[src/verilog/trigger_xbar_pkg.sv]
package trigger_xbar_pkg;

	// ==============================
	// sizes
	// ==============================
	localparam int n_inputs   = 6;  // ext pins 0-3, l1a, self trigger
	localparam int n_outputs  = 9;  // ext pins 0-3, self trigger in, encoder ext_l1a 0-3
	localparam int n_external = 4;
	localparam int n_links    = 16;
	localparam int addr_w     = 11;
	localparam int data_w     = 32;
	localparam int sel_w      = 4;
	localparam int idx_w      = $clog2(n_links);

	localparam logic [sel_w-1:0] sel_quiet = 4'd6;  // anything >= n_inputs routes a constant 0

	// ==============================
	// register layout
	// ==============================
	typedef struct packed {
		logic [14:0]      padding_high;
		logic             direction;     // 1 = input, driver off
		logic [11:0]      padding_low;
		logic [sel_w-1:0] input_select;
	} link_param_t;

	typedef link_param_t [n_links-1:0] link_table_t;

	typedef struct packed {
		logic                wr;
		logic                rd;
		logic [idx_w-1:0]    index;
		logic [data_w-1:0]   wdata;
		logic [data_w/8-1:0] strb;
	} reg_access_t;

	typedef enum logic [1:0] {axi_okay = 2'b00, axi_slverr = 2'b10} axi_resp_e;
	typedef enum logic {w_idle, w_resp} wr_state_e;
	typedef enum logic {r_idle, r_data} rd_state_e;

	function automatic link_param_t input_link(logic [sel_w-1:0] sel);
		link_param_t link;
		link = '0;
		link.direction = 1'b1;
		link.input_select = sel;
		return link;
	endfunction

	// link 15 first, link 0 last
	localparam link_table_t link_defaults = {
		input_link(4'd0), input_link(4'd0), input_link(4'd0), input_link(4'd0),
		input_link(4'd0), input_link(4'd0), input_link(4'd0), input_link(4'd0),
		input_link(4'd3), input_link(4'd2), input_link(4'd1), input_link(sel_quiet),
		input_link(sel_quiet), input_link(sel_quiet), input_link(sel_quiet), input_link(sel_quiet)
	};

endpackage

[src/verilog/axil_reg_slave.sv]
`timescale 1ns/100ps

module axil_reg_slave (
	input  logic                                     s_axi_aclk,
	input  logic                                     reset,
	input  logic [trigger_xbar_pkg::addr_w-1:0]      s_axi_awaddr,
	input  logic                                     s_axi_awvalid,
	output logic                                     s_axi_awready,
	input  logic [trigger_xbar_pkg::data_w-1:0]      s_axi_wdata,
	input  logic [trigger_xbar_pkg::data_w/8-1:0]    s_axi_wstrb,
	input  logic                                     s_axi_wvalid,
	output logic                                     s_axi_wready,
	output logic [1:0]                               s_axi_bresp,
	output logic                                     s_axi_bvalid,
	input  logic                                     s_axi_bready,
	input  logic [trigger_xbar_pkg::addr_w-1:0]      s_axi_araddr,
	input  logic                                     s_axi_arvalid,
	output logic                                     s_axi_arready,
	output logic [trigger_xbar_pkg::data_w-1:0]      s_axi_rdata,
	output logic [1:0]                               s_axi_rresp,
	output logic                                     s_axi_rvalid,
	input  logic                                     s_axi_rready,
	output trigger_xbar_pkg::reg_access_t            access,
	input  logic [trigger_xbar_pkg::data_w-1:0]      rd_data
);
	import trigger_xbar_pkg::*;

	wr_state_e wr_state;
	rd_state_e rd_state;
	axi_resp_e bresp_q;
	axi_resp_e rresp_q;
	logic      rd_in_range_q;
	logic      wr_accept;
	logic      rd_accept;
	logic      aw_in_range;
	logic      ar_in_range;

	// ==============================
	// address decode
	// ==============================
	// word registers live below byte address n_links*4
	assign aw_in_range = (s_axi_awaddr[addr_w-1:idx_w+2] == '0);
	assign ar_in_range = (s_axi_araddr[addr_w-1:idx_w+2] == '0);

	// ==============================
	// handshakes
	// ==============================
	assign s_axi_arready = (rd_state == r_idle);
	assign rd_accept     = s_axi_arvalid && s_axi_arready;

	// a read takes the request path first, the write lands one cycle later
	assign wr_accept = (wr_state == w_idle) && s_axi_awvalid && s_axi_wvalid && !rd_accept;

	assign s_axi_awready = wr_accept;  // aw and w taken together
	assign s_axi_wready  = wr_accept;

	assign s_axi_bvalid = (wr_state == w_resp);
	assign s_axi_bresp  = bresp_q;
	assign s_axi_rvalid = (rd_state == r_data);
	assign s_axi_rresp  = rresp_q;
	assign s_axi_rdata  = rd_in_range_q ? rd_data : '0;  // unmapped reads return 0

	// single cycle request into the register bank
	always_comb begin
		access.wr    = wr_accept && aw_in_range;
		access.rd    = rd_accept && ar_in_range;
		access.index = rd_accept ? s_axi_araddr[idx_w+1:2] : s_axi_awaddr[idx_w+1:2];
		access.wdata = s_axi_wdata;
		access.strb  = s_axi_wstrb;
	end

	// ==============================
	// write channel
	// ==============================
	always_ff @(posedge s_axi_aclk) begin
		if (reset) begin
			wr_state <= w_idle;
		end else begin
			case (wr_state)
				w_idle: begin
					if (wr_accept) begin
						wr_state <= w_resp;
					end
				end
				w_resp: begin
					if (s_axi_bready) begin
						wr_state <= w_idle;  // response taken
					end
				end
				default: wr_state <= w_idle;
			endcase
		end
	end

	always_ff @(posedge s_axi_aclk) begin
		if (wr_accept) begin
			bresp_q <= aw_in_range ? axi_okay : axi_slverr;
		end
	end

	// ==============================
	// read channel
	// ==============================
	always_ff @(posedge s_axi_aclk) begin
		if (reset) begin
			rd_state <= r_idle;
		end else begin
			case (rd_state)
				r_idle: begin
					if (rd_accept) begin
						rd_state <= r_data;
					end
				end
				r_data: begin
					if (s_axi_rready) begin
						rd_state <= r_idle;
					end
				end
				default: rd_state <= r_idle;
			endcase
		end
	end

	always_ff @(posedge s_axi_aclk) begin
		if (rd_accept) begin
			rresp_q       <= ar_in_range ? axi_okay : axi_slverr;
			rd_in_range_q <= ar_in_range;
		end
	end

endmodule

[src/verilog/link_config_regs.sv]
`timescale 1ns/100ps

module link_config_regs (
	input  logic                                s_axi_aclk,
	input  logic                                reset,
	input  trigger_xbar_pkg::reg_access_t       access,
	output logic [trigger_xbar_pkg::data_w-1:0] rd_data,
	output trigger_xbar_pkg::link_table_t       link_table
);
	import trigger_xbar_pkg::*;

	link_param_t wr_link;
	link_param_t rd_link;

	// view the write data through the register layout
	assign wr_link = link_param_t'(access.wdata);

	// ==============================
	// link registers
	// ==============================
	// byte 0 holds the select, byte 2 the direction
	// bytes 1 and 3 are padding only and ignore their strobes
	always_ff @(posedge s_axi_aclk) begin
		if (reset) begin
			link_table <= link_defaults;
		end else if (access.wr) begin
			if (access.strb[0]) begin
				link_table[access.index].input_select <= wr_link.input_select;
			end
			if (access.strb[2]) begin
				link_table[access.index].direction <= wr_link.direction;
			end
		end
	end

	// ==============================
	// readback
	// ==============================
	always_comb begin
		rd_link              = link_table[access.index];
		rd_link.padding_high = '0;  // padding always reads 0
		rd_link.padding_low  = '0;
	end

	// captured on the request, stable until the next read
	always_ff @(posedge s_axi_aclk) begin
		if (access.rd) begin
			rd_data <= rd_link;
		end
	end

endmodule

[src/verilog/ext_trigger_pins.sv]
`timescale 1ns/100ps

module ext_trigger_pins (
	input  logic                                    s_axi_aclk,
	input  logic                                    reset,
	input  logic [trigger_xbar_pkg::n_external-1:0] ext_in,
	output logic [trigger_xbar_pkg::n_external-1:0] ext_out,
	output logic [trigger_xbar_pkg::n_external-1:0] ext_oe,
	input  logic [trigger_xbar_pkg::n_external-1:0] dirs,
	input  logic [trigger_xbar_pkg::n_external-1:0] ext_drive,
	output logic [trigger_xbar_pkg::n_external-1:0] ext_sources
);
	import trigger_xbar_pkg::*;

	logic [n_external-1:0] sync_meta;
	logic [n_external-1:0] sync_q;

	// ==============================
	// input synchronizer
	// ==============================
	// pins are asynchronous to the bus clock
	always_ff @(posedge s_axi_aclk) begin
		if (reset) begin
			sync_meta <= '0;
			sync_q    <= '0;
		end else begin
			sync_meta <= ext_in;  // first stage may go metastable
			sync_q    <= sync_meta;
		end
	end

	// a pin driven by us is not a source
	assign ext_sources = sync_q & dirs;

	// ==============================
	// output side
	// ==============================
	assign ext_oe  = ~dirs;      // direction 1 is input, driver off
	assign ext_out = ext_drive;  // routed destinations 0-3

endmodule

[src/verilog/trigger_router.sv]
`timescale 1ns/100ps

module trigger_router (
	input  logic                                   s_axi_aclk,
	input  logic                                   reset,
	input  logic [trigger_xbar_pkg::n_inputs-1:0]  sources,
	input  trigger_xbar_pkg::link_table_t          link_table,
	output logic [trigger_xbar_pkg::n_outputs-1:0] trigger_outputs
);
	import trigger_xbar_pkg::*;

	// every select code has an entry, unused codes read 0
	logic [2**sel_w-1:0] padded_sources;

	assign padded_sources = {{(2**sel_w-n_inputs){1'b0}}, sources};

	// ==============================
	// output multiplexers
	// ==============================
	// links n_outputs and above have no destination
	always_ff @(posedge s_axi_aclk) begin
		if (reset) begin
			trigger_outputs <= '0;
		end else begin
			for (int d = 0; d < n_outputs; d++) begin
				trigger_outputs[d] <= padded_sources[link_table[d].input_select];
			end
		end
	end

endmodule

[src/verilog/trigger_xbar.sv]
`timescale 1ns/100ps

module trigger_xbar (
	input  logic                                    s_axi_aclk,
	input  logic                                    reset,
	input  logic [trigger_xbar_pkg::addr_w-1:0]     s_axi_awaddr,
	input  logic                                    s_axi_awvalid,
	output logic                                    s_axi_awready,
	input  logic [trigger_xbar_pkg::data_w-1:0]     s_axi_wdata,
	input  logic [trigger_xbar_pkg::data_w/8-1:0]   s_axi_wstrb,
	input  logic                                    s_axi_wvalid,
	output logic                                    s_axi_wready,
	output logic [1:0]                              s_axi_bresp,
	output logic                                    s_axi_bvalid,
	input  logic                                    s_axi_bready,
	input  logic [trigger_xbar_pkg::addr_w-1:0]     s_axi_araddr,
	input  logic                                    s_axi_arvalid,
	output logic                                    s_axi_arready,
	output logic [trigger_xbar_pkg::data_w-1:0]     s_axi_rdata,
	output logic [1:0]                              s_axi_rresp,
	output logic                                    s_axi_rvalid,
	input  logic                                    s_axi_rready,
	input  logic                                    l1a,        // from fast command decoder
	input  logic                                    self_trig,  // from self trigger logic
	input  logic [trigger_xbar_pkg::n_external-1:0] ext_in,
	output logic [trigger_xbar_pkg::n_external-1:0] ext_out,
	output logic [trigger_xbar_pkg::n_external-1:0] ext_oe,
	output logic [trigger_xbar_pkg::n_outputs-1:0]  trigger_outputs
);
	import trigger_xbar_pkg::*;

	reg_access_t           access;
	logic [data_w-1:0]     rd_data;
	link_table_t           link_table;
	logic [n_external-1:0] dirs;
	logic [n_external-1:0] ext_sources;
	logic [n_inputs-1:0]   sources;

	// source order: ext pins 0-3, l1a, self trigger
	assign sources = {self_trig, l1a, ext_sources};

	// only the first links steer pins
	always_comb begin
		for (int i = 0; i < n_external; i++) begin
			dirs[i] = link_table[i].direction;
		end
	end

	// ==============================
	// bus side
	// ==============================
	axil_reg_slave u_slave (
		.s_axi_aclk(s_axi_aclk), .reset(reset),
		.s_axi_awaddr(s_axi_awaddr), .s_axi_awvalid(s_axi_awvalid),
		.s_axi_awready(s_axi_awready), .s_axi_wdata(s_axi_wdata),
		.s_axi_wstrb(s_axi_wstrb), .s_axi_wvalid(s_axi_wvalid),
		.s_axi_wready(s_axi_wready), .s_axi_bresp(s_axi_bresp),
		.s_axi_bvalid(s_axi_bvalid), .s_axi_bready(s_axi_bready),
		.s_axi_araddr(s_axi_araddr), .s_axi_arvalid(s_axi_arvalid),
		.s_axi_arready(s_axi_arready), .s_axi_rdata(s_axi_rdata),
		.s_axi_rresp(s_axi_rresp), .s_axi_rvalid(s_axi_rvalid),
		.s_axi_rready(s_axi_rready), .access(access), .rd_data(rd_data)
	);

	link_config_regs u_regs (
		.s_axi_aclk(s_axi_aclk), .reset(reset), .access(access),
		.rd_data(rd_data), .link_table(link_table)
	);

	// ==============================
	// trigger side
	// ==============================
	ext_trigger_pins u_pins (
		.s_axi_aclk(s_axi_aclk), .reset(reset), .ext_in(ext_in),
		.ext_out(ext_out), .ext_oe(ext_oe), .dirs(dirs),
		.ext_drive(trigger_outputs[n_external-1:0]), .ext_sources(ext_sources)
	);

	trigger_router u_router (
		.s_axi_aclk(s_axi_aclk), .reset(reset), .sources(sources),
		.link_table(link_table), .trigger_outputs(trigger_outputs)
	);

endmodule

[config.mk]
export PLATFORM = sky130hd
export DESIGN_NAME = trigger_xbar
export DESIGN_NICKNAME = d
export VERILOG_FILES = /design/src/verilog/trigger_xbar_pkg.sv /design/src/verilog/axil_reg_slave.sv /design/src/verilog/link_config_regs.sv /design/src/verilog/ext_trigger_pins.sv /design/src/verilog/trigger_router.sv /design/src/verilog/trigger_xbar.sv
export SDC_FILE = /design/constraint.sdc
export NUM_CORES = 1
export LEC_CHECK = 0
export BUFFER_PORTS_ARGS = -buffer_cell sky130_fd_sc_hd__buf_2
export CELL_PAD_IN_SITES_DETAIL_PLACEMENT = 1
export CELL_PAD_IN_SITES_GLOBAL_PLACEMENT = 2
export CORE_MARGIN = 5
export CORE_UTILIZATION = 33
export CTS_CLUSTER_SIZE = 16
export DETAILED_ROUTE_END_ITERATION = 16
export PLACE_DENSITY_LB_ADDON = 0.15
export RECOVER_POWER = 100
export REMOVE_ABC_BUFFERS = 1
export SETUP_SLACK_MARGIN = 0.3
export SLEW_MARGIN = 15
export SYNTH_ARGS = -nofsm -noshare
export SYNTH_HDL_FRONTEND = slang
export SYNTH_SLANG_ARGS = --single-unit
[constraint.sdc]
create_clock -name s_axi_aclk -period 2.6 [get_ports s_axi_aclk]
set_input_delay 0.26 -clock s_axi_aclk [delete_from_list [all_inputs] [get_ports s_axi_aclk]]
set_output_delay 0.26 -clock s_axi_aclk [all_outputs]
set_load 0.03 [all_outputs]
* After elaboration in Yosys (flattened, before gate mapping)
Cells that the tools add are included.
Cells by class: bitwise gates (word level) 4, reductions and logical operators 10, shift-type cells 0, mux-type cells 40, multiply operators 0, equality and inequality tests 0, magnitude comparators 11, divide/modulo/power cells 0, $add $sub $neg 0
Operators by type and width (count):
- 512-bit 2-to-1 mux | 4
- 512-bit bitwise mux | 2
- 32-bit demux with 4-bit select | 2
- 32-bit binary-select mux with 4-bit select | 1
- 17-bit 2-to-1 mux | 3
- 4-bit by 5-bit less-than comparator with 1-bit output (second input constant) | 10
- 1-bit binary-select mux with 4-bit select | 9
- 1-bit 2-to-1 mux | 13
- 5-bit logical NOT | 2
- 4-bit 2-to-1 mux | 2
- 1-bit logical AND | 7
- 4-bit bitwise AND | 1
- 4-bit by 1-bit >= comparator with 1-bit output (second input constant) | 1
- 2-bit 2-to-1 mux | 2
- 4-bit NOT | 1
- 1-bit case mux with 2 select lines | 2
- 1-bit NOT | 2
- 1-bit logical NOT | 1
Storage, ports and cells: input port bits 71, RAM bits 0, bits in latches 0, memory bits (read-only) 0, bits in registers 541, memories 0, output and inout bits 58, word-level logic and storage cells 138

* Logic depth before layout (Yosys ltp)
Gate-level depths: netlist of the first run.
word-level depth 13, depth in mapped cells 9, gate-level depth less buffers 6

* Modules after synthesis
From an unflattened synthesis of the first run, not the netlist that was laid out.
Second synthesis, totals: cell total of the unflattened synthesis 1065, area total of the unflattened synthesis 9344.0 µm²
By module, submodules not included:
- link_config_regs | cells each 878, sequential area each 1751.7 µm², times used 1, area each 7542.2 µm²
- axil_reg_slave | cells each 103, sequential area each 130.1 µm², times used 1, area each 818.3 µm²
- trigger_router | cells each 56, sequential area each 180.2 µm², times used 1, area each 703.2 µm²
- ext_trigger_pins | cells each 28, sequential area each 160.2 µm², times used 1, area each 280.3 µm²

* Worst setup path before layout of the first run
OpenSTA, ideal clock, no wires.
kind register to register, start register u_slave.rd_state (netlist: u_slave.s_axi_rvalid), end register, netlist name u_regs.link_table[400], stages on the path, launching flop included 9, buffers on the path 2, library setup time 0.072 ns, arrival 2.217 ns, data required time 2.528 ns, setup slack 0.311 ns, period minus slack after synthesis 2.289 ns, cells stage by stage dfxtp_1 -> nand2b_4 -> buf_6 -> inv_4 -> nor3_4 -> nand3_1 -> clkbuf_1 -> nor3_1 -> mux2i_1
On the way: elaborated cells on any way between the ends 18, classes of those cells order compare (2); mux (10); bitwise (1); reduce/logical (5)
RTL lines:
- start, declared | line axil_reg_slave.sv:29 | rd_state_e rd_state;
- start signal, assigned | line axil_reg_slave.sv:106 | rd_state <= r_idle;
- start signal, assigned | line axil_reg_slave.sv:111 | rd_state <= r_data;
- start signal, assigned | line axil_reg_slave.sv:116 | rd_state <= r_idle;
- 1-bit NOT | line axil_reg_slave.sv:48 | assign s_axi_arready = (rd_state == r_idle);
- 1-bit logical AND | line axil_reg_slave.sv:49 | assign rd_accept = s_axi_arvalid && s_axi_arready;
- 1-bit logical NOT | line axil_reg_slave.sv:52 | assign wr_accept = (wr_state == w_idle) && s_axi_awvalid && s_axi_wvalid && !rd_accept;
- 1-bit logical AND | line axil_reg_slave.sv:52
- via s_axi_awready | line trigger_xbar.sv:8 | output logic s_axi_awready,
- 1-bit logical AND | line axil_reg_slave.sv:65 | access.wr = wr_accept && aw_in_range;
The timed path passes the listed nets, and every way through them passes these cells. The select of a mux whose other input is x is not followed. A chain may end at the register's enable or synchronous reset.

==> run metrics, run 1 <==
slowest cell on the critical path or4_1; highest cell delay on the worst timing path 0.57 ns; total number of vias 4,337; WL final 17.38 mm; post-synth design cell area 5603 µm²; post-synthesis sequential area ratio 0.3966; Pwr per Cell Area 566.8 nW/µm²; ordered list of cells on the worst path and4bb_1 > a31o_4 > a22oi_1 > a21oi_1 > or4_1; worst clock skew on the final layout 0.007505 ns; class of the tightest hold or removal check primary input to register; FF-to-FF End u_regs.rd_data[16]$_DFFE_PP_; Routed WL per cell 20.38 µm; placed cell count 829; crit path max fanout 13; Cells on Worst Hold Path 2; starting density of the core 0.3367; data arrival time of the critical path 2.41 ns; most common library cells after synthesis dfxtp_1, mux2i_1, nor2_1; async set or reset register ratio after synthesis 0; Max Clock Freq 428.5 MHz; worst r2r path cells 5; net count of the finished layout 699; Critical path origin u_slave.s_axi_rvalid$_SDFF_PP0_; total congestion overflow after global routing 0; Final Instance Count excl. Fillers 853; clock period minus worst slack 2.334 ns; average footprint of a synthesized cell 9.847 µm²; total clock buffers created by CTS 9; later-pin clock latency in the skew report 0.36 ns; slew at the pin closest to its max-slew limit 1.933 ns; maximum number of pins on one net before global-route repair 46; flip-flop and latch count after synthesis 107; clock sink total 107; setup violation total in the final timing report 0; total number of placement rows 47; antenna diode count 0; iteration count of the initial detailed-routing pass 4; global-route total usage across every layer 0.1682; clock tree from TritonCTS built; Setup Crit Path Kind register to register; core utilization of the finished layout 0.3787; Clock Tree Buf Depth 2; max-slew headroom at the worst pin -0.2885; worst vdd ir 0.3315 mV; detailed-placement wirelength estimate 11.98 mm; Unique masters post-synth 42; Setup Slack @ Placement 0.2201 ns; die area 19,680 µm²; root buf cell clkbuf_16; Avg Vias per Cell 5.084; Mapped Cells 569; total leakage power 2.644 nW; reg-to-reg startpoint u_slave.s_axi_rvalid$_SDFF_PP0_; final-report max-slew violation count 90; Critical Path End u_regs.rd_data[16]$_DFFE_PP_; horizontal extent of the die 140.3 µm; setup slack of the worst register-to-register path 0.27 ns; Final Hold Vio Count 0; nature of the critical path endpoint register; number of filler cells placed in the layout 1,943; number of synthesis warnings 0; CP Data Required Time 2.68 ns; violated checks capacitance limit, slew limit; core region area 16,640 µm²; wire length of the first global-routing pass 25.70 mm; area growth from synthesis to layout 12.48%; Pwr Total 0.003572 W; Die Y 140.3 µm; max-capacitance violation count 2; dominant cell by count in the synthesized netlist dfxtp_1; flip-flop cell with the highest count after synthesis dfxtp_1; Remaining DRCs 0; startpoint kind of the worst setup timing path register; clock-pin slew reported for the worst setup and hold paths after clock tree synthesis 0.07 ns; setup repair after global routing missed its margin no; fraction of layout cells with a size suffix above 1 0.1611; number of global-route vias before repair 4,502; cell type contributing the most total cell area after synthesis dfxtp_1; area share of the largest cell type after synthesis 0.3537; port bufs 66; top post-synthesis cells by area dfxtp_1, mux2i_1, nand2b_1, a22oi_1, buf_4; ports placed on the boundary 129; number of synthesized flops with an enable pin 8; initial antenna violation count 0; final cycle utilization of the critical path 0.8976; fin worst setup slack 0.2662 ns; Detailed Route Iter0 Violations 247; antenna-violating nets left 0; status finished, violations left; Clock H-tree levels 3; placer congestion estimate 0.7832
==> flip-flops by register name, indices dropped and copies added (netlist names) <==
name                      count
u_pins.sync_q                 4
u_slave.rd_in_range_q         1
u_regs.link_table            80
u_pins.sync_meta              4
u_slave.s_axi_bvalid          1
u_router.trigger_outputs      9
u_slave.s_axi_rresp           1
u_regs.rd_data                5
u_slave.s_axi_rvalid          1
u_slave.s_axi_bresp           1
==> power by group <==
part / total [W] / switching [W] / leakage [nW] / internal, W
clock: 0.00145 / 0.000619 / 0.154 / 0.000829
sequential: 0.00168 / 0.00000628 / 0.877 / 0.00167
combinational: 0.000448 / 0.000314 / 1.61 / 0.000134
total: 0.00357 / 0.000939 / 2.64 / 0.00263
==> stage by stage <==
stage                     cell area (µm²)  setup TNS [ns]  hold slack [ns]
after floorplan                      5256          -29.75           0.3291
after global placement               6021               0           0.4269
after detailed placement             6021               0           0.4418
after CTS                            6344               0          0.08816
after global routing                 6302               0           0.1140
final                                6302               0           0.1131
==> timing repair <==
action / 4_1_cts / 5_1_grt
cloned: 0 / 2
setup buffers: 1 / 5
pin swaps: 2 / 1
hold buffers: 0 / 0
endpoints found under the setup margin: 8 / 31
gates resized for setup: 0 / 7
==> final cells by class <==
| class | instances | area [µm²] | share of cell area |
|---|---|---|---|
| Multi-Input combinational cell | 411 | 2949 | 0.4679 |
| Timing Repair Buffer | 87 | 488.0 | 0.07743 |
| Clock buffer | 12 | 267.8 | 0.04249 |
| Inverter | 12 | 52.55 | 0.008338 |
| Clock inverter | 4 | 47.55 | 0.007544 |
| Tap cell | 220 | 275.3 | 0.04368 |
| Sequential cell | 107 | 2222 | 0.3526 |
==> worst min path at each step <==
stage | from | endpoint
after floorplan | reset | u_slave.s_axi_rvalid$_SDFF_PP0_
after global placement | u_pins.sync_meta[3]$_SDFF_PP0_ | u_pins.sync_q[3]$_SDFF_PP0_
after detailed placement | u_pins.sync_meta[3]$_SDFF_PP0_ | u_pins.sync_q[3]$_SDFF_PP0_
after CTS | ext_in[1] | u_pins.sync_meta[1]$_SDFF_PP0_
after global routing | ext_in[0] | u_pins.sync_meta[0]$_SDFF_PP0_
final | ext_in[1] | u_pins.sync_meta[1]$_SDFF_PP0_
==> worst max-delay path: cells and delay by family, from the launching register on <==
kind | cells | cell delay [ns]
and+or+nand+nor | 2 | 0.91
DFF | 1 | 0.45
AOI/OAI and AO/OA | 3 | 0.70
==> cells in the final DEF, fill, tap and decap left out, types with 3 or more instances in the layout <==
cell type and instances:
a31oi_1 3, inv_1 11, nor2_1 57, nor3_1 26, dfxtp_1 99, and3_1 3
nand3_4 3, clkbuf_1 31, or4_1 6, conb_1 29, buf_12 4, clkbuf_16 10
nor2b_1 8, nand2_1 8, edfxtp_1 8, mux2i_1 89, a22oi_1 40, nand2b_1 56
a31o_2 3, a21oi_1 31, buf_2 41, buf_4 12, nand3_1 14, mux4_2 9
and2_0 3
==> cells by family after synthesis <==
| logic type | share of synthesized area |
|---|---|
| multiplexers | 0.1976 |
| AO/OA/AOI/OAI | 0.1081 |
| AND/OR/NAND/NOR | 0.2079 |
| flip-flops | 0.3966 |
| other | 0.0006693 |
| buffers and inverters | 0.08910 |
==> per-layer routing <==
layer  global-route usage  routed length, µm
met5                    0                  0
met4              0.05507                238
met3              0.02931                543
met2               0.2908               8884
met1               0.2125               7717
No activity file was read; power rests on OpenSTA's default activity.
==> run 2: changes to the inputs <==
--- a/config.mk
+++ b/config.mk
@@ -9,7 +9,8 @@
 export CELL_PAD_IN_SITES_DETAIL_PLACEMENT = 1
 export CELL_PAD_IN_SITES_GLOBAL_PLACEMENT = 2
 export CORE_MARGIN = 5
-export CORE_UTILIZATION = 33
+export CORE_UTILIZATION = 34
+export CTS_BUF_LIST = sky130_fd_sc_hd__clkbuf_4
 export CTS_CLUSTER_SIZE = 16
 export DETAILED_ROUTE_END_ITERATION = 16
 export PLACE_DENSITY_LB_ADDON = 0.15
==> run 2 against run 1 <==
- the flow now finishes without violations
- largest power group unchanged
- fmax is 3.2% higher
- via count is 1.8% lower
- flip-flop and latch count unchanged
- wire length down 7.9%
- sequential power about the same
- critical path depth did not move
==> run metrics, run 2 (synthesized netlist as in run 1, its figures left out) <==
status completed; worst min-delay path startpoint s_axi_awaddr[7]; Avg Vias per Cell 4.998 (-1.7%); antenna diode count 0 (unchanged); placer congestion estimate 0.7752 (-1.0%); root buf cell clkbuf_4; CP Data Required Time 2.86 ns (+0.18 ns); ports placed on the boundary 129 (unchanged); FF+latch area 2222 µm² (unchanged); final cycle utilization of the critical path 0.8695 (-0.02816); max-slew headroom at the worst pin 0.1481 (+0.4366); total number of placement rows 47 (unchanged); Final Hold Vio Count 0 (unchanged); most common cell after layout, fill and taps aside dfxtp_1; placed cell count 831 (+0.24%); later-pin clock latency in the skew report 0.49 ns (+0.13 ns); horizontal extent of the die 138.4 µm (-1.4%); largest registers u_regs.link_table: 80 flops, u_router.trigger_outputs: 9 flops, u_regs.rd_data: 5 flops; setup violation total in the final timing report 0 (unchanged); antenna-violating nets left 0 (unchanged); Detailed Route Iter0 Violations 200 (-19%); total clock buffers created by CTS 9 (unchanged); number of global-route vias before repair 4,408 (-2.1%); starting density of the core 0.3427 (+0.006055); Clock H-tree levels 3 (unchanged); detailed-placement wirelength estimate 11.51 mm (-3.9%); global-route total usage across every layer 0.1653 (-0.002903); Setup Slack @ Placement 0.2928 ns (+0.07267 ns); nature of the critical path endpoint register; Hold Slack 0.04489 ns (-0.06824 ns); Pwr per Cell Area 501.3 nW/µm² (-12%); core utilization of the finished layout 0.3752 (-0.003521); port bufs 66 (unchanged); clock tree from TritonCTS built; worst r2r path cells 5 (unchanged); net count of the finished layout 698 (-0.14%); count of buffers added by post-CTS timing repair for setup 0 (-1); clock-pin slew reported for the worst setup and hold paths after clock tree synthesis 0.17 ns (+0.10 ns); total congestion overflow after global routing 0 (unchanged); wire length of the first global-routing pass 25.17 mm (-2.1%); maximum number of pins on one net before global-route repair 68 (+48%); highest-count cells in the layout ignoring fill and taps dfxtp_1, mux2i_1, nor2_1; final-report max-slew violation count 0 (-100%); startpoint kind of the worst setup timing path register; Final Instance Count excl. Fillers 852 (-0.12%); core region area 16,350 µm² (-1.8%); Cells on Worst Hold Path 3 (+1); Remaining DRCs 0 (unchanged); Die Y 138.4 µm (-1.4%); WL final 16.02 mm (-7.9%); hold path endpoint u_slave.s_axi_bresp[1]$_DFFE_PP_; worst clock skew on the final layout 0.02157 ns (+0.01406 ns); clock sink total 107 (unchanged); initial antenna violation count 0 (unchanged); max FFs per register 80 (unchanged); clock period minus worst slack 2.261 ns (-0.07323 ns); register with the most flip-flops u_regs.link_table; max-capacitance violation count 0 (-2); FF-to-FF End u_regs.rd_data[3]$_DFFE_PP_; Pwr Total 0.003074 W (-14%); setup slack of the worst register-to-register path 0.34 ns (+0.07 ns); fin worst setup slack 0.3394 ns (+0.07323 ns); slew at the pin closest to its max-slew limit 1.278 ns (-0.6549 ns); Max Clock Freq 442.4 MHz (+3.2%); number of filler cells placed in the layout 1,954 (+0.57%); area taken by multi-input logic gates 2922 µm² (-0.93%); data arrival time of the critical path 2.52 ns (+0.11 ns); setup repair after global routing missed its margin no; total number of vias 4,258 (-1.8%); Clock Tree Buf Depth 2 (unchanged); iteration count of the initial detailed-routing pass 4 (unchanged); total leakage power 2.568 nW (-2.9%); worst vdd ir 0.2009 mV (-39%); fraction of layout cells with a size suffix above 1 0.1519 (-0.009239); crit path max fanout 25 (+12); die area 19,150 µm² (-2.7%); Routed WL per cell 18.80 µm (-7.7%); class of the tightest hold or removal check primary input to register; area growth from synthesis to layout 9.468%; Setup Crit Path Kind register to register; reg-to-reg startpoint u_slave.s_axi_rvalid$_SDFF_PP0_
run 2: timing repair:
action / 4_1_cts / 5_1_grt
resized for setup: 1 / 3
pin swaps: 0 / 0
endpoints found under the setup margin: 4 / 15
hold buffers: 5 / 0
hold endpoints to repair: 5 / 0
run 2: metal layers:
layer  vias up  GRT usage  share of wire
li1       2061          -              -
met1      2120     0.2230           0.48
met2        64     0.2780           0.48
met3        13    0.02555          0.028
met4         0    0.04212          0.011
met5         -          0              0
run 2: layout make-up:
class                      instances  share of cell area
multi-input combinational        409              0.4763
clock buffer                      10             0.01224
timing repair buffer              88             0.08344
inverter                          12            0.007752
sequential                       107              0.3623
tap                              220             0.04488
clock inverter                     6             0.01306
run 2: report_power, final:
part	leakage, nW	switching (W)	internal [W]	total (W)
combinational	1.61	0.000298	0.000130	0.000428
clock	0.0831	0.000574	0.000394	0.000968
sequential	0.877	0.00000585	0.00167	0.00168
total	2.57	0.000878	0.00220	0.00307
run 2: how the worst max path moves through the flow:
| stage | depth (start not counted) | to | slack [ns] | start |
|---|---|---|---|---|
| global route | 4 | u_regs.link_table[418]$_SDFFE_PP0P_ | 0.21 | reset |
| floorplan | 6 | u_regs.link_table[483]$_SDFFE_PP0P_ | -0.60 | u_slave.s_axi_rvalid$_SDFF_PP0_ |
| finish | 5 | u_regs.rd_data[3]$_DFFE_PP_ | 0.34 | u_slave.s_axi_rvalid$_SDFF_PP0_ |
| global placement | 7 | u_regs.link_table[32]$_SDFFE_PP0P_ | 0.33 | s_axi_awaddr[6] |
| detailed placement | 6 | u_regs.rd_data[2]$_DFFE_PP_ | 0.29 | u_slave.s_axi_rvalid$_SDFF_PP0_ |
| CTS | 5 | u_regs.rd_data[16]$_DFFE_PP_ | 0.33 | u_slave.s_axi_rvalid$_SDFF_PP0_ |
run 2: worst max-delay path: stages, from the launching register on:
cell	delay, ns
dfxtp_1	0.45
and4bb_2	0.29
a31o_4	0.33
a22oi_1	0.31
a21oi_1	0.14
or4_1	0.51
run 2: through the flow:
step	setup TNS, ns	area, µm²
6_report	0	6133
5_1_grt	0	6133
4_1_cts	0	6267
3_5_place_dp	0	6061
3_3_place_gp	0	6061
2_1_floorplan	-29.75	5256
==> run 3: changes to the inputs <==
==> constraint.sdc (replaced) <==
create_clock -name s_axi_aclk -period 2.5 [get_ports s_axi_aclk]
set_input_delay 0.25 -clock s_axi_aclk [delete_from_list [all_inputs] [get_ports s_axi_aclk]]
set_output_delay 0.25 -clock s_axi_aclk [all_outputs]
set_load 0.03 [all_outputs]
==> run 3 against run 2 <==
- setup slack worse by 0.13 ns
- first-iteration DRC count is 22% higher
- sequential power up 4%
- flip-flop and latch count did not move
- clock skew down 0.0012 ns
- die area did not move
- final area rose by 2.0%
- utilization grew 0.74 points
- wire length up 9.7%
- non-clock buffer count increased by 7
- register-to-register slack lost 0.13 ns
==> run metrics, run 3 (synthesized netlist as in run 1, its figures left out) <==
global-route total usage across every layer 0.1798 (+0.01451); core region area 16,350 µm² (unchanged); initial antenna violation count 0 (unchanged); Clock Tree Buf Depth 2 (unchanged); iteration count of the initial detailed-routing pass 4 (unchanged); total number of vias 4,418 (+3.8%); antenna diode count 0 (unchanged); Cells on Worst Hold Path 3 (unchanged); maximum number of pins on one net before global-route repair 51 (-25%); worst min-delay path startpoint s_axi_wdata[0]; top cell family by delay on the critical path simple AND/OR/NAND/NOR gates; final cycle utilization of the critical path 0.9179 (+0.04847); Clock H-tree levels 3 (unchanged); startpoint kind of the worst setup timing path register; number of global-route vias before repair 4,684 (+6.3%); register with the most flip-flops u_regs.link_table; detailed-placement wirelength estimate 11.89 mm (+3.3%); net count of the finished layout 709 (+1.6%); ports placed on the boundary 129 (unchanged); slew at the pin closest to its max-slew limit 1.452 ns (+0.1745 ns); wire length of the first global-routing pass 26.99 mm (+7.2%); total clock buffers created by CTS 9 (unchanged); max-slew headroom at the worst pin 0.03177 (-0.1163); placer congestion estimate 0.7616 (-1.8%); clock sink total 107 (unchanged); highest-count cells in the layout ignoring fill and taps dfxtp_1, mux2i_1, nor2_1; area growth from synthesis to layout 11.63%; Detailed Route Iter0 Violations 244 (+22%); Remaining DRCs 0 (unchanged); later-pin clock latency in the skew report 0.49 ns (about the same); reg-to-reg startpoint u_slave.s_axi_rvalid$_SDFF_PP0_; setup repair after global routing missed its margin yes; final-report max-slew violation count 0 (unchanged); max-capacitance violation count 0 (unchanged); clock period minus worst slack 2.295 ns (+0.03423 ns); setup slack of the worst register-to-register path 0.21 ns (-0.13 ns); Pwr per Cell Area 483.8 nW/µm² (-3.5%); highest cell delay on the worst timing path 0.51 ns (about the same); fraction of layout cells with a size suffix above 1 0.1804 (+0.02851); root buf cell clkbuf_4; worst r2r path cells 5 (unchanged); Die Y 138.4 µm (unchanged); number of buffer and inverter instances along the worst setup path 0 (unchanged); port bufs 66 (unchanged); Placed Instance Area 6061 µm² (unchanged); worst clock skew on the final layout 0.02034 ns (-0.001227 ns); antenna-violating nets left 0 (unchanged); total congestion overflow after global routing 0 (unchanged); Final Hold Vio Count 0 (unchanged); Max Clock Freq 435.8 MHz (-1.5%); WL final 17.57 mm (+9.7%); nature of the critical path endpoint register; starting density of the core 0.3427 (unchanged); slowest cell on the critical path dfxtp_1; largest registers u_regs.link_table: 80 flops, u_router.trigger_outputs: 9 flops, u_regs.rd_data: 5 flops; total leakage power 2.614 nW (+1.8%); worst vdd ir 0.2651 mV (+32%); hold path endpoint u_regs.link_table[160]$_SDFFE_PP1P_; die area 19,150 µm² (unchanged); status completed; max FFs per register 80 (unchanged); Pwr Total 0.003026 W (-1.6%); post-layout instance area 6255 µm² (+2.0%); total number of placement rows 47 (unchanged); setup violation total in the final timing report 0 (unchanged); data arrival time of the critical path 2.53 ns (about the same); horizontal extent of the die 138.4 µm (unchanged); class of the tightest hold or removal check primary input to register; crit path max fanout 8 (-68%); FF-to-FF End u_regs.rd_data[16]$_DFFE_PP_; CP Data Required Time 2.73 ns (-0.13 ns); Setup Crit Path Kind register to register; most common cell after layout, fill and taps aside dfxtp_1; Routed WL per cell 20.35 µm (+8.3%); Avg Vias per Cell 5.119 (+2.4%); ordered list of cells on the worst path and4bb_2 > a31o_4 > a22oi_1 > a21oi_1 > or4_4; clock tree from TritonCTS built; clock-pin slew reported for the worst setup and hold paths after clock tree synthesis 0.16 ns (about the same)
==> run 3: cell types whose count changed in the layout (fill, tap and decap cells not counted), moves of 3 or more <==
cell      before  now
buf_4          9   15
a22oi_1       39   36
a22oi_2        1    4
a31o_4         2    5
buf_2         40   43
clkbuf_1      29   26
nand3_1       14   11
==> run 3: tightest hold or removal path, cell delays in order <==
cell     delay [ns]
buf_2          0.09
nor2_1         0.06
mux2i_1        0.11
==> run 3: metal layers <==
metal / global-route usage / vias to the layer above / share of wire
met1: 0.2199 / 2222 / 0.44
met2: 0.3186 / 77 / 0.51
li1: - / 2097 / -
met4: 0.04680 / 0 / 0.015
met3: 0.04178 / 22 / 0.033
met5: 0 / - / 0
==> run 3: worst max-delay path by stage <==
stage	to	slack, ns	start	cells after the start
5_1_grt	u_regs.rd_data[16]$_DFFE_PP_	0.16	u_slave.s_axi_rvalid$_SDFF_PP0_	5
4_1_cts	u_regs.rd_data[0]$_DFFE_PP_	0.30	u_slave.s_axi_rvalid$_SDFF_PP0_	5
3_5_place_dp	u_regs.rd_data[3]$_DFFE_PP_	0.17	u_slave.s_axi_rvalid$_SDFF_PP0_	6
2_1_floorplan	u_regs.link_table[483]$_SDFFE_PP0P_	-0.70	u_slave.s_axi_rvalid$_SDFF_PP0_	6
3_3_place_gp	u_regs.rd_data[3]$_DFFE_PP_	0.20	u_slave.s_axi_rvalid$_SDFF_PP0_	6
6_report	u_regs.rd_data[16]$_DFFE_PP_	0.21	u_slave.s_axi_rvalid$_SDFF_PP0_	5
==> run 3: final cells by class <==
cell class,count,area [µm²]
inverter,12,52.55
timing repair buffer,95,570.5
fill,1950,10090
multi-input combinational,413,3032
clock inverter,5,20.02
tap,220,275.3
clock buffer,11,82.58
sequential,107,2222
==> run 3: timing repair <==
item | 4_1_cts | 5_1_grt
buffers inserted | 3 | 3
hold buffers | 6 | 0
endpoints found under the hold margin | 6 | 0
cloned | 3 | 1
resized for setup | 9 | 7
endpoints found under the setup margin | 26 | 7
pin swaps | 2 | 0
==> run 3: where the power goes <==
group / internal (W) / switching (W) / total (W)
Clock: 0.000214 / 0.000571 / 0.000785
Combinational: 0.000158 / 0.000336 / 0.000494
Sequential: 0.00174 / 0.00000701 / 0.00175
==> run 3: through the flow <==
stage / hold WS (ns) / TNS [ns] / util / std cells / worst slack (ns)
6_report: 0.04710 / 0 / 0.3826 / 863 / 0.2052
5_1_grt: 0.001889 / 0 / 0.3826 / 863 / 0.1587
4_1_cts: 0.0001613 / 0 / 0.3851 / 859 / 0.2961
3_5_place_dp: 0.4280 / 0 / 0.3707 / 831 / 0.1736
3_3_place_gp: 0.4272 / 0 / 0.3707 / 831 / 0.2002
2_1_floorplan: 0.3191 / -38.16 / - / 528 / -0.7044
